--- config.mk ---
export PLATFORM = sky130hd
export DESIGN_NAME = mock_drive_chain
export DESIGN_NICKNAME = d
export VERILOG_FILES = /design/src/hdl/fdc_drive_pkg.sv /design/src/hdl/fdc_bus_pkg.sv /design/src/hdl/drive_timebase.sv /design/src/hdl/mock_drive.sv /design/src/hdl/mount_regs.sv /design/src/hdl/mock_drive_chain.sv
export VERILOG_INCLUDE_DIRS = /design/src /design/src/hdl
export SDC_FILE = /design/constraint.sdc
export NUM_CORES = 1
export LEC_CHECK = 0
export BUFFER_PORTS_ARGS = -buffer_cell sky130_fd_sc_hd__clkbuf_2
export CAP_MARGIN = 10
export CORE_MARGIN = 1
export CORE_UTILIZATION = 40
export DETAILED_ROUTE_END_ITERATION = 16
export SYNTH_ARGS = -nofsm -noshare
export SYNTH_HDL_FRONTEND = slang
export SYNTH_SLANG_ARGS = --single-unit
--- constraint.sdc ---
create_clock -name clk -period 2.5 [get_ports clk]
set_input_delay 0.625 -clock clk [delete_from_list [all_inputs] [get_ports clk]]
set_output_delay 0.625 -clock clk [all_outputs]
set_load 0.03 [all_outputs]
--- src/hdl/fdc_mock_cfg.svh ---
`ifndef FDC_MOCK_CFG_SVH
`define FDC_MOCK_CFG_SVH

// Number of drives on the daisy chain
`define NUM_DRIVES 4

// System clock and the drive timebase it is divided down to
`define CLK_HZ   24000000
`define DRIVE_HZ 3000000

// Timebase enables per byte period, one less than the real spacing
`define SD_BYTE_ENABLES 225
`define DD_BYTE_ENABLES 111

// Length of one data sector including its header and gaps
`define SD_SECTOR_BYTES 325
`define DD_SECTOR_BYTES 351

// Length of the index gap that ends each revolution
`define SD_GAP_BYTES 252
`define DD_GAP_BYTES 132

// Byte position of the header mark and the index pulse
`define MARK_BYTE 8

// Innermost track the head can reach
`define MAX_TRACK 39

`endif

--- src/hdl/fdc_drive_pkg.sv ---
`default_nettype none

package fdc_drive_pkg;

   // Head position, 0 is the outermost track
   typedef logic [5:0] track_t;

   // Sector number, also wide enough for the sectors-per-track field
   typedef logic [4:0] sector_t;

   // Byte position inside a sector or inside the index gap
   typedef logic [8:0] byte_cnt_t;

   // Countdown of timebase enables within one byte period
   typedef logic [7:0] enable_cnt_t;

   // The head passes over the data sectors and then over the index gap
   typedef enum logic {
      scan_sector,
      scan_gap
   } scan_state_t;

endpackage

`default_nettype wire

--- src/hdl/fdc_bus_pkg.sv ---
`default_nettype none

package fdc_bus_pkg;

   typedef logic [3:0]  wb_addr_t;
   typedef logic [15:0] wb_data_t;
   typedef logic [1:0]  drive_idx_t;

   // Low address bit picks the register within a drive's pair
   typedef enum logic {
      reg_mount,
      reg_track
   } reg_sel_t;

   // Layout of the mount register as seen on the bus
   typedef struct packed {
      logic [2:0]             rsvd_hi;
      fdc_drive_pkg::sector_t sps;
      logic [4:0]             rsvd_lo;
      logic                   dbl_density;
      logic                   dbl_sided;
      logic                   mounted;
   } mount_reg_t;

endpackage

`default_nettype wire

--- src/hdl/drive_timebase.sv ---
`default_nettype none

`include "fdc_mock_cfg.svh"

module drive_timebase (
   input  logic clk,
   input  logic arst_n,
   output logic tick
);

   // Wide enough to hold the running sum before the wrap
   localparam int ACC_W = $clog2(`CLK_HZ + `DRIVE_HZ) + 1;

   logic [ACC_W-1:0] acc_q;
   logic [ACC_W-1:0] sum;

   assign sum = acc_q + ACC_W'(`DRIVE_HZ);

   // The remainder stays in the accumulator so the long-term rate is exact
   always_ff @(posedge clk or negedge arst_n) begin
      if (!arst_n) begin
         acc_q <= '0;
         tick  <= 1'b0;
      end else if (sum >= ACC_W'(`CLK_HZ)) begin
         acc_q <= sum - ACC_W'(`CLK_HZ);
         tick  <= 1'b1;
      end else begin
         acc_q <= sum;
         tick  <= 1'b0;
      end
   end

endmodule

`default_nettype wire

--- src/hdl/mock_drive.sv ---
`default_nettype none

`include "fdc_mock_cfg.svh"

module mock_drive #(
   parameter bit chain_end = 1'b0
) (
   input  logic                   clk,
   input  logic                   arst_n,
   input  logic                   tick,
   input  logic                   sel,
   input  logic                   step,
   input  logic                   dir,
   input  logic                   byte_clk_next,
   input  logic                   header_clk_next,
   input  logic                   ip_next,
   input  logic                   ds_next,
   input  logic                   ready_next,
   input  fdc_drive_pkg::track_t  track_next,
   input  fdc_drive_pkg::sector_t sector_next,
   input  logic                   load,
   input  logic                   load_mounted,
   input  logic                   load_ds,
   input  logic                   load_dd,
   input  fdc_drive_pkg::sector_t load_sps,
   output logic                   ready,
   output logic                   byte_clk,
   output logic                   header_clk,
   output logic                   ip,
   output logic                   ds,
   output fdc_drive_pkg::track_t  track,
   output fdc_drive_pkg::sector_t sector,
   output fdc_drive_pkg::track_t  head_track
);

   fdc_drive_pkg::track_t       track_q;
   fdc_drive_pkg::sector_t      sector_q;
   fdc_drive_pkg::byte_cnt_t    byte_pos_q;
   fdc_drive_pkg::enable_cnt_t  enable_cnt_q;
   fdc_drive_pkg::scan_state_t  state_q;
   logic                        step_q;
   logic                        byte_clk_q;
   logic                        header_clk_q;
   logic                        ip_q;

   fdc_drive_pkg::enable_cnt_t  period;
   fdc_drive_pkg::byte_cnt_t    last_byte;
   fdc_drive_pkg::sector_t      last_sector;

   logic                        byte_clk_tail;
   logic                        header_clk_tail;
   logic                        ip_tail;
   logic                        ds_tail;
   logic                        ready_tail;
   fdc_drive_pkg::track_t       track_tail;
   fdc_drive_pkg::sector_t      sector_tail;

   assign head_track = track_q;

   // Head movement on the falling edge of step, clamped to the disk
   always_ff @(posedge clk or negedge arst_n) begin
      if (!arst_n) begin
         step_q  <= 1'b0;
         track_q <= '0;
      end else begin
         step_q <= step;
         if (sel && step_q && !step) begin
            if (dir && track_q != fdc_drive_pkg::track_t'(`MAX_TRACK))
               track_q <= track_q + 6'd1;
            else if (!dir && track_q != '0)
               track_q <= track_q - 6'd1;
         end
      end
   end

   assign period = load_dd ? fdc_drive_pkg::enable_cnt_t'(`DD_BYTE_ENABLES)
                           : fdc_drive_pkg::enable_cnt_t'(`SD_BYTE_ENABLES);

   // Byte strobes keep spinning while unmounted, they are only masked
   always_ff @(posedge clk or negedge arst_n) begin
      if (!arst_n) begin
         enable_cnt_q <= '0;
         byte_clk_q   <= 1'b0;
      end else begin
         byte_clk_q <= 1'b0;
         if (tick) begin
            if (enable_cnt_q != '0) begin
               enable_cnt_q <= enable_cnt_q - 8'd1;
            end else begin
               enable_cnt_q <= period;
               byte_clk_q   <= load_mounted;
            end
         end
      end
   end

   always_comb begin
      if (state_q == fdc_drive_pkg::scan_gap)
         last_byte = load_dd ? fdc_drive_pkg::byte_cnt_t'(`DD_GAP_BYTES - 1)
                             : fdc_drive_pkg::byte_cnt_t'(`SD_GAP_BYTES - 1);
      else
         last_byte = load_dd ? fdc_drive_pkg::byte_cnt_t'(`DD_SECTOR_BYTES - 1)
                             : fdc_drive_pkg::byte_cnt_t'(`SD_SECTOR_BYTES - 1);
   end

   assign last_sector = load_sps - 5'd1;

   // Sector scan, the gap reports sector 0
   always_ff @(posedge clk or negedge arst_n) begin
      if (!arst_n) begin
         state_q      <= fdc_drive_pkg::scan_sector;
         sector_q     <= '0;
         byte_pos_q   <= '0;
         header_clk_q <= 1'b0;
         ip_q         <= 1'b0;
      end else begin
         header_clk_q <= 1'b0;
         ip_q         <= 1'b0;
         if (load) begin
            state_q    <= fdc_drive_pkg::scan_sector;
            sector_q   <= '0;
            byte_pos_q <= '0;
         end else if (byte_clk_q) begin
            if (byte_pos_q == fdc_drive_pkg::byte_cnt_t'(`MARK_BYTE)) begin
               if (state_q == fdc_drive_pkg::scan_sector)
                  header_clk_q <= 1'b1;
               else
                  ip_q <= 1'b1;
            end
            if (byte_pos_q == last_byte) begin
               byte_pos_q <= '0;
               case (state_q)
                  fdc_drive_pkg::scan_sector: begin
                     if (sector_q == last_sector) begin
                        sector_q <= '0;
                        state_q  <= fdc_drive_pkg::scan_gap;
                     end else begin
                        sector_q <= sector_q + 5'd1;
                     end
                  end
                  default: state_q <= fdc_drive_pkg::scan_sector;
               endcase
            end else begin
               byte_pos_q <= byte_pos_q + 9'd1;
            end
         end
      end
   end

   // The last drive has nobody behind it and answers with idle lines
   always_comb begin
      if (chain_end) begin
         byte_clk_tail   = 1'b0;
         header_clk_tail = 1'b0;
         ip_tail         = 1'b0;
         ds_tail         = 1'b0;
         ready_tail      = 1'b0;
         track_tail      = '0;
         sector_tail     = '0;
      end else begin
         byte_clk_tail   = byte_clk_next;
         header_clk_tail = header_clk_next;
         ip_tail         = ip_next;
         ds_tail         = ds_next;
         ready_tail      = ready_next;
         track_tail      = track_next;
         sector_tail     = sector_next;
      end
   end

   assign ready      = sel ? load_mounted : ready_tail;
   assign byte_clk   = sel ? byte_clk_q   : byte_clk_tail;
   assign header_clk = sel ? header_clk_q : header_clk_tail;
   assign ip         = sel ? ip_q         : ip_tail;
   assign ds         = sel ? load_ds      : ds_tail;
   assign track      = sel ? track_q      : track_tail;
   assign sector     = sel ? sector_q     : sector_tail;

endmodule

`default_nettype wire

--- src/hdl/mount_regs.sv ---
`default_nettype none

`include "fdc_mock_cfg.svh"

module mount_regs (
   input  logic                     clk,
   input  logic                     arst_n,
   input  logic                     wb_cyc,
   input  logic                     wb_stb,
   input  logic                     wb_we,
   input  fdc_bus_pkg::wb_addr_t    wb_adr,
   input  fdc_bus_pkg::wb_data_t    wb_dat_w,
   input  fdc_drive_pkg::track_t    head_track [`NUM_DRIVES],
   output fdc_bus_pkg::wb_data_t    wb_dat_r,
   output logic                     wb_ack,
   output logic [`NUM_DRIVES-1:0]   mounted,
   output logic [`NUM_DRIVES-1:0]   dbl_sided,
   output logic [`NUM_DRIVES-1:0]   dbl_density,
   output logic [`NUM_DRIVES-1:0]   load,
   output fdc_drive_pkg::sector_t   sps [`NUM_DRIVES]
);

   fdc_bus_pkg::drive_idx_t   drive_idx;
   fdc_bus_pkg::reg_sel_t     reg_sel;
   fdc_bus_pkg::mount_reg_t   wr_fields;
   fdc_bus_pkg::mount_reg_t   rd_mount;
   fdc_bus_pkg::wb_data_t     rd_data;
   logic                      addr_hit;
   logic                      req;
   logic                      wr_mount;

   // Each drive owns a pair of words, mount register first
   assign drive_idx = fdc_bus_pkg::drive_idx_t'(wb_adr >> 1);
   assign reg_sel   = fdc_bus_pkg::reg_sel_t'(wb_adr[0]);
   assign addr_hit  = int'(wb_adr >> 1) < `NUM_DRIVES;

   // A request is served on its first cycle, the ack blocks a second pass
   assign req       = wb_cyc && wb_stb && !wb_ack;
   assign wr_mount  = req && wb_we && addr_hit && (reg_sel == fdc_bus_pkg::reg_mount);
   assign wr_fields = fdc_bus_pkg::mount_reg_t'(wb_dat_w);

   always_comb begin
      rd_mount             = '0;
      rd_mount.mounted     = mounted[drive_idx];
      rd_mount.dbl_sided   = dbl_sided[drive_idx];
      rd_mount.dbl_density = dbl_density[drive_idx];
      rd_mount.sps         = sps[drive_idx];
      rd_data              = '0;
      if (addr_hit) begin
         if (reg_sel == fdc_bus_pkg::reg_mount)
            rd_data = fdc_bus_pkg::wb_data_t'(rd_mount);
         else
            rd_data = fdc_bus_pkg::wb_data_t'(head_track[drive_idx]);
      end
   end

   always_ff @(posedge clk or negedge arst_n) begin
      if (!arst_n) begin
         wb_ack      <= 1'b0;
         load        <= '0;
         mounted     <= '0;
         dbl_sided   <= '0;
         dbl_density <= '0;
         for (int i = 0; i < `NUM_DRIVES; i++)
            sps[i] <= '0;
      end else begin
         wb_ack <= req;
         load   <= '0;
         if (wr_mount) begin
            load[drive_idx]        <= 1'b1;
            mounted[drive_idx]     <= wr_fields.mounted;
            dbl_sided[drive_idx]   <= wr_fields.dbl_sided;
            dbl_density[drive_idx] <= wr_fields.dbl_density;
            sps[drive_idx]         <= wr_fields.sps;
         end
      end
   end

   // Read data is captured with the ack so it is stable while ack is high
   always_ff @(posedge clk) begin
      if (req)
         wb_dat_r <= rd_data;
   end

endmodule

`default_nettype wire

--- src/hdl/mock_drive_chain.sv ---
`default_nettype none

`include "fdc_mock_cfg.svh"

module mock_drive_chain (
   input  logic                   clk,
   input  logic                   arst_n,
   input  logic                   wb_cyc,
   input  logic                   wb_stb,
   input  logic                   wb_we,
   input  fdc_bus_pkg::wb_addr_t  wb_adr,
   input  fdc_bus_pkg::wb_data_t  wb_dat_w,
   output fdc_bus_pkg::wb_data_t  wb_dat_r,
   output logic                   wb_ack,
   input  logic [`NUM_DRIVES-1:0] drive_sel,
   input  logic                   step,
   input  logic                   dir,
   output logic                   ready,
   output logic                   byte_clk,
   output logic                   header_clk,
   output logic                   ip,
   output logic                   ds,
   output fdc_drive_pkg::track_t  track,
   output fdc_drive_pkg::sector_t sector
);

   logic                    tick;
   logic [`NUM_DRIVES-1:0]  mounted;
   logic [`NUM_DRIVES-1:0]  dbl_sided;
   logic [`NUM_DRIVES-1:0]  dbl_density;
   logic [`NUM_DRIVES-1:0]  load;
   fdc_drive_pkg::sector_t  sps        [`NUM_DRIVES];
   fdc_drive_pkg::track_t   head_track [`NUM_DRIVES];

   // Chain taps, entry i is what drive i hands towards the controller
   logic [`NUM_DRIVES:0]    ch_ready;
   logic [`NUM_DRIVES:0]    ch_byte_clk;
   logic [`NUM_DRIVES:0]    ch_header_clk;
   logic [`NUM_DRIVES:0]    ch_ip;
   logic [`NUM_DRIVES:0]    ch_ds;
   fdc_drive_pkg::track_t   ch_track  [`NUM_DRIVES+1];
   fdc_drive_pkg::sector_t  ch_sector [`NUM_DRIVES+1];

   drive_timebase u_timebase (
      .clk    (clk),
      .arst_n (arst_n),
      .tick   (tick)
   );

   mount_regs u_regs (
      .clk         (clk),
      .arst_n      (arst_n),
      .wb_cyc      (wb_cyc),
      .wb_stb      (wb_stb),
      .wb_we       (wb_we),
      .wb_adr      (wb_adr),
      .wb_dat_w    (wb_dat_w),
      .head_track  (head_track),
      .wb_dat_r    (wb_dat_r),
      .wb_ack      (wb_ack),
      .mounted     (mounted),
      .dbl_sided   (dbl_sided),
      .dbl_density (dbl_density),
      .load        (load),
      .sps         (sps)
   );

   // Nothing sits behind the last drive
   assign ch_ready[`NUM_DRIVES]      = 1'b0;
   assign ch_byte_clk[`NUM_DRIVES]   = 1'b0;
   assign ch_header_clk[`NUM_DRIVES] = 1'b0;
   assign ch_ip[`NUM_DRIVES]         = 1'b0;
   assign ch_ds[`NUM_DRIVES]         = 1'b0;
   assign ch_track[`NUM_DRIVES]      = '0;
   assign ch_sector[`NUM_DRIVES]     = '0;

   for (genvar i = 0; i < `NUM_DRIVES; i++) begin : g_drive
      mock_drive #(
         .chain_end (i == `NUM_DRIVES - 1)
      ) u_drive (
         .clk             (clk),
         .arst_n          (arst_n),
         .tick            (tick),
         .sel             (drive_sel[i]),
         .step            (step),
         .dir             (dir),
         .byte_clk_next   (ch_byte_clk[i+1]),
         .header_clk_next (ch_header_clk[i+1]),
         .ip_next         (ch_ip[i+1]),
         .ds_next         (ch_ds[i+1]),
         .ready_next      (ch_ready[i+1]),
         .track_next      (ch_track[i+1]),
         .sector_next     (ch_sector[i+1]),
         .load            (load[i]),
         .load_mounted    (mounted[i]),
         .load_ds         (dbl_sided[i]),
         .load_dd         (dbl_density[i]),
         .load_sps        (sps[i]),
         .ready           (ch_ready[i]),
         .byte_clk        (ch_byte_clk[i]),
         .header_clk      (ch_header_clk[i]),
         .ip              (ch_ip[i]),
         .ds              (ch_ds[i]),
         .track           (ch_track[i]),
         .sector          (ch_sector[i]),
         .head_track      (head_track[i])
      );
   end

   assign ready      = ch_ready[0];
   assign byte_clk   = ch_byte_clk[0];
   assign header_clk = ch_header_clk[0];
   assign ip         = ch_ip[0];
   assign ds         = ch_ds[0];
   assign track      = ch_track[0];
   assign sector     = ch_sector[0];

endmodule

`default_nettype wire

# Yosys cells after proc, flatten, opt, wreduce, memory -nomap -nowiden
# Index checks and enable logic that the tools add are counted.
# word_totals
register_bits,209
in_bits,31
elab_cells,334
# classes
addsub,26
magnitude_cmp,6
n_eq_ne,20
n_mux,172
n_bitwise,3
n_reduce_logical,60
# ops
op,n
$mux W5,31
$mux W9,16
$mux W1,85
$mux W6,14
$mux W8,8
$add A9 B1 Y9 const B,4
$eq A9 B4 Y1 const B,4
$eq A9 B9 Y1,4
$reduce_bool A8 Y1,4
$sub A8 B1 Y8 const B,4
$mux W7,4
$add A26 B22 Y26 const B,1
$ge A26 B25 Y1 const B,1
$mux W26,1
$sub A26 B25 Y26 const B,1
$add A6 B1 Y6 const B,4
$ne A6 B6 Y1 const B,4
$reduce_bool A2 Y1,12
$reduce_bool A6 Y1,4
$sub A6 B1 Y6 const B,4
$logic_and A1 B1 Y1,23
$add A5 B1 Y5 const B,4
$bwmux W20,1
$eq A5 B5 Y1,4
other kinds (21),45

# Longest topological paths before layout
# depth
ltp_word,7
ltp_mapped,15
depth_no_buf,14

# By module
# A second synthesis with hierarchy kept.
# hier_totals
cells_unflattened,1293
hier_area_um2,13165.1
# by_module_without_submodules
module,instances,cells_per_inst,area_each_um2,seq_area_each_um2
mock_drive at g_drive[1].u_drive ...,2,233,2284.7,825.8
mock_drive at g_drive[0].u_drive,1,239,2321.0,825.8
mock_drive at g_drive[3].u_drive,1,236,2321.0,825.8
mount_regs,1,143,2248.4,1256.2
drive_timebase,1,208,1701.6,525.5
mock_drive_chain,1,1,3.8,0.0

# Least setup slack after synthesis
# No wires, ideal clock.
# synth_path
path_kind,input to output
from,in drive_sel[2]
to,out byte_clk
arrival_ns,2.129
t_required_ns,1.875
path_slack_ns,-0.254
stages,6
path_buffers,2
cell_sequence,clkbuf_1 -> clkbuf_1 -> a22oi_1 -> nor2_1 -> a21oi_1 -> o21ai_0
# synth_between
elab_chain_len,3
# synth_rtl
item,line,rtl
"start, declared",mock_drive_chain.sv:15,"input logic [`NUM_DRIVES-1:0] drive_sel,"
$mux W1 (3 in a row),mock_drive.sv:172,assign byte_clk = sel ? byte_clk_q : byte_clk_tail;
"end, declared",mock_drive_chain.sv:19,"output logic byte_clk,"
# Every way passes these cells.

# Worst setup path in the final report
# layout_path
from,reg u_timebase.acc_q[6]
to,reg u_timebase.acc_q[9]
# layout_between
elab_chain_len,3
elab_cells_between_ends,4
# layout_rtl
item,line,rtl
"start, declared",drive_timebase.sv:14,logic [ACC_W-1:0] acc_q;
"start signal, assigned",drive_timebase.sv:25,acc_q <= sum - ACC_W'(`CLK_HZ);
"start signal, assigned",drive_timebase.sv:28,acc_q <= sum;
$add A26 B22 Y26 (*),drive_timebase.sv:17,assign sum = acc_q + ACC_W'(`DRIVE_HZ);
net u_timebase.sum[6],drive_timebase.sv:15,logic [ACC_W-1:0] sum;
$sub A26 B25 Y26 / $ge A26 B25 Y1 (equally long branches),"drive_timebase.sv:25, drive_timebase.sv:24",
$mux W26 (*),drive_timebase.sv:24,end else if (sum >= ACC_W'(`CLK_HZ)) begin
# The timed path passes the listed nets; every way through them passes the cells marked *.
# A chain may end at the register's enable or synchronous reset.

==> run metrics <==
yosys warns=0; leakage power=6.71 nW; Root Buffer=clkbuf_16; initial antenna violation count=0; critical path cell sequence=inv_2, ha_4, and2b_2, buf_6, nor4_4, a211oi_2, a2bb2oi_4, o22ai_4, o22a_2, nor2_4, buf_6, buf_6, buf_6, xnor2_2; compound-cell area share of the yosys netlist=0.167; Placed Cells=1876; post-synthesis cell type count=84; Worst Max-Slew Pin Slew=574 ps; clock slew at reported path FFs=80 ps; Port Buffer Count=50; most frequent cells in the layout=182 x dfrtp_1, 151 x buf_4, 141 x nand2_1, 130 x nor2_1, 97 x o21ai_0; R2R Path Start=u_timebase.acc_q[6]$_DFF_PN0_; headroom to the max-slew limit=0.617; Synth area leaders=dfrtp_1 38%, ha_1 5.5%, o21ai_0 4.6%; Buf/Inv on CP=5; clock skew=19.9 ps; total clock buffers created by CTS=17; final worst slack=-169 ps; Critical Path Fanout Max=4; simple-gate share of the synthesized area=0.198; commonest non-fill, non-tap cell in the layout=dfrtp_1; Hold Crit Class=in -> async; final instance area=15300 sq um; syn_area_per_cell=9.15 sq um; post-synthesis mux area share=0.0561; Routed Antenna Nets=0; Final Cycle Share=1.07; row cnt=63; CP dominant cell by count=buf_6; synthesized flop and latch total=198; Post-DP HPWL=21800 um; Die W=178 um; adder-cell share of the synthesized area=0.0612; CTS H-Tree Depth=4; FMAX=0.375 GHz; largest family of logic cells by synthesized area=simple AND/OR/NAND/NOR gates; via count=10557; critical path's top delay family=compound AO/OA/AOI/OAI gates; nets=1627; status=complete, but fails checks; Tot GR Track Use=0.196; Hold Buf Count CTS=0; reg2reg setup slack=-170 ps; Max-Cap Viols=0; RSZ-0062 raised after global routing=yes; vias in the first global route=10098; CTS tree=built; number of flops mapped to enable cells by yosys=11; Most used DFF post-synth=dfrtp_1; Initial DRC Count=603; Initial Util=0.411; n_diodes=0; io pins=64; critical path required time=2830 ps; Non-Filler Instances=1941; Placement Cell Area=14100 sq um; worst vdd ir=0.454 mV; Remaining DRCs=0; DIE HEIGHT=178 um; Clock Path Buffers=2; crit path capture type=register; clk_lat worst skew=450 ps; vias per inst=5.44; Total Routed Length=29900 um; total power=9.50 mW; Post-Place Worst Slack=-235 ps; Core Box Area=30000 sq um; endpoints failing hold=0; setup_tns=-1990 ps; CTS Sinks=198; failing checks=setup timing; layout cells sized above 1=0.250; critical path class=reg -> reg; Layout area overhead=23.6%; post-synth top area share=0.379; routed length per instance=15.4 um; R2R Path End=u_timebase.acc_q[9]$_DFF_PN0_; synthesized area=12400 sq um; Final Setup Violations=18; first-pass GRT wire length=49500 um; DR pass1 iterations=5; post-synthesis sequential area ratio=0.405; post-synthesis async set-or-reset flop share=0.944; clock period minus worst slack=2670 ps; largest net degree at the start of global routing=57; startpoint types=register; GRT Residual Overflow=0; max-slew violation count=0; xor/xnor share of the synthesized area=0.0744; r2r worst-path depth=14; routability cong.=0.880; critical path arrival=3000 ps; cell taking the most area after synthesis=dfrtp_1; DIE AREA=31600 sq um; PwrDens=622 nW/um^2; slowest CP cell=dfrtp_1; Cells after Synth=1350; slowest cell delay on critical path=390 ps
[kinds of logic after synthesis]
logic type / Yosys count
XOR/XNOR: 105
flip-flops: 198
adder cells (fa/ha/maj): 58
buffers and inverters: 110
other: 1
AND/OR/NAND/NOR: 508
multiplexers: 48
AO/OA/AOI/OAI: 322
[synth_stat cells, drive strengths merged, types with 4 or more instances]
master,instances
inv,57
a2bb2oi,7
edfxtp,11
nand2,145
nor2b,18
o311a,5
o31ai,18
a22o,4
a21o,13
a31oi,6
buf,14
fa,4
nand3b,7
or3,8
o21ai,119
mux4,14
xnor2,63
mux2i,4
a311oi,4
nor4,16
a211oi,10
xor2,42
a22oi,7
and2,7
nor3b,9
ha,54
mux2,30
nor2,135
a31o,4
a21oi,90
or2,9
dfrtp,187
nand2b,24
clkbuf,38
and3,22
a32o,4
o41ai,4
nand3,48
nor3,31
nand4,16
[layer usage]
layer  GRT usage  up-vias  part of all wire
li1            -     5184                 -
met1       0.261     5162              0.47
met2       0.326      179              0.47
met3      0.0315       32             0.035
met4      0.0613        0             0.018
met5           0        -                 0
[stage by stage]
step | util | hold WS [ps]
finish | 0.509 | 130
global route | 0.509 | 143
CTS | 0.496 | 146
detailed placement | 0.468 | 432
global placement | 0.468 | 435
floorplan | - | 329
[layout make-up]
cell class                      count  area (sq um)
Fill cell                        2764         14800
Multi-Input combinational cell   1047          7300
Sequential cell                   198          5020
Timing Repair Buffer              216          1610
Tap cell                          390           488
Clock buffer                       17           425
Inverter                           58           230
Clock inverter                     15           204
[where the power goes]
part,switching (mW),leakage (nW),internal (mW),total (mW)
sequential,0.304,2.48,3.54,3.85
clock,1.49,0.305,1.39,2.88
combinational,1.41,3.93,1.36,2.77
total,3.20,6.71,6.29,9.50
[registers in the layout, summed over array words and instances (netlist names)]
name and flops:
g_drive.u_drive.byte_pos_q 36, g_drive.u_drive.enable_cnt_q 32, g_drive.u_drive.head_track 24, g_drive.u_drive.sector_q 20, u_regs.sps 20, u_timebase.acc_q 20
u_regs.wb_dat_r 11, g_drive.u_drive.byte_clk_q 4, g_drive.u_drive.header_clk_q 4, g_drive.u_drive.ip_q 4, g_drive.u_drive.state_q 4, u_regs.dbl_density 4
u_regs.dbl_sided 4, u_regs.load 4, u_regs.mounted 4, g_drive.u_drive.step_q 1, u_regs.wb_ack 1, u_timebase.tick 1
[worst reg2reg max path, cell delays in order (launching register included)]
cell       delay, ps
dfrtp_1          390
inv_2             80
ha_4             140
and2b_2          240
buf_6            140
nor4_4           290
a211oi_2          90
a2bb2oi_4        170
o22ai_4          290
o22a_2           220
nor2_4            50
buf_6            120
buf_6            110
buf_6            110
xnor2_2          110
[worst max path at each step]
stage | slack, ps | depth (start not counted) | end | start
finish | -170 | 14 | u_timebase.acc_q[9]$_DFF_PN0_ | u_timebase.acc_q[6]$_DFF_PN0_
floorplan | -40 | 10 | g_drive[0].u_drive.head_track[5]$_DFFE_PN0P_ | dir
global placement | -230 | 14 | u_timebase.acc_q[25]$_DFF_PN0_ | u_timebase.acc_q[6]$_DFF_PN0_
detailed placement | -240 | 14 | u_timebase.acc_q[25]$_DFF_PN0_ | u_timebase.acc_q[6]$_DFF_PN0_
CTS | -190 | 14 | u_timebase.acc_q[23]$_DFF_PN0_ | u_timebase.acc_q[6]$_DFF_PN0_
global route | -270 | 12 | u_timebase.acc_q[18]$_DFF_PN0_ | u_timebase.acc_q[6]$_DFF_PN0_
[repair_timing]
action / CTS / global route
cloned: 1 / 0
hold endpoints to repair: 0 / 0
buffers inserted: 12 / 20
pin swaps: 14 / 30
endpoints found under the setup margin: 18 / 34
resized for setup: 24 / 53
No activity file was read; power rests on OpenSTA's default activity.
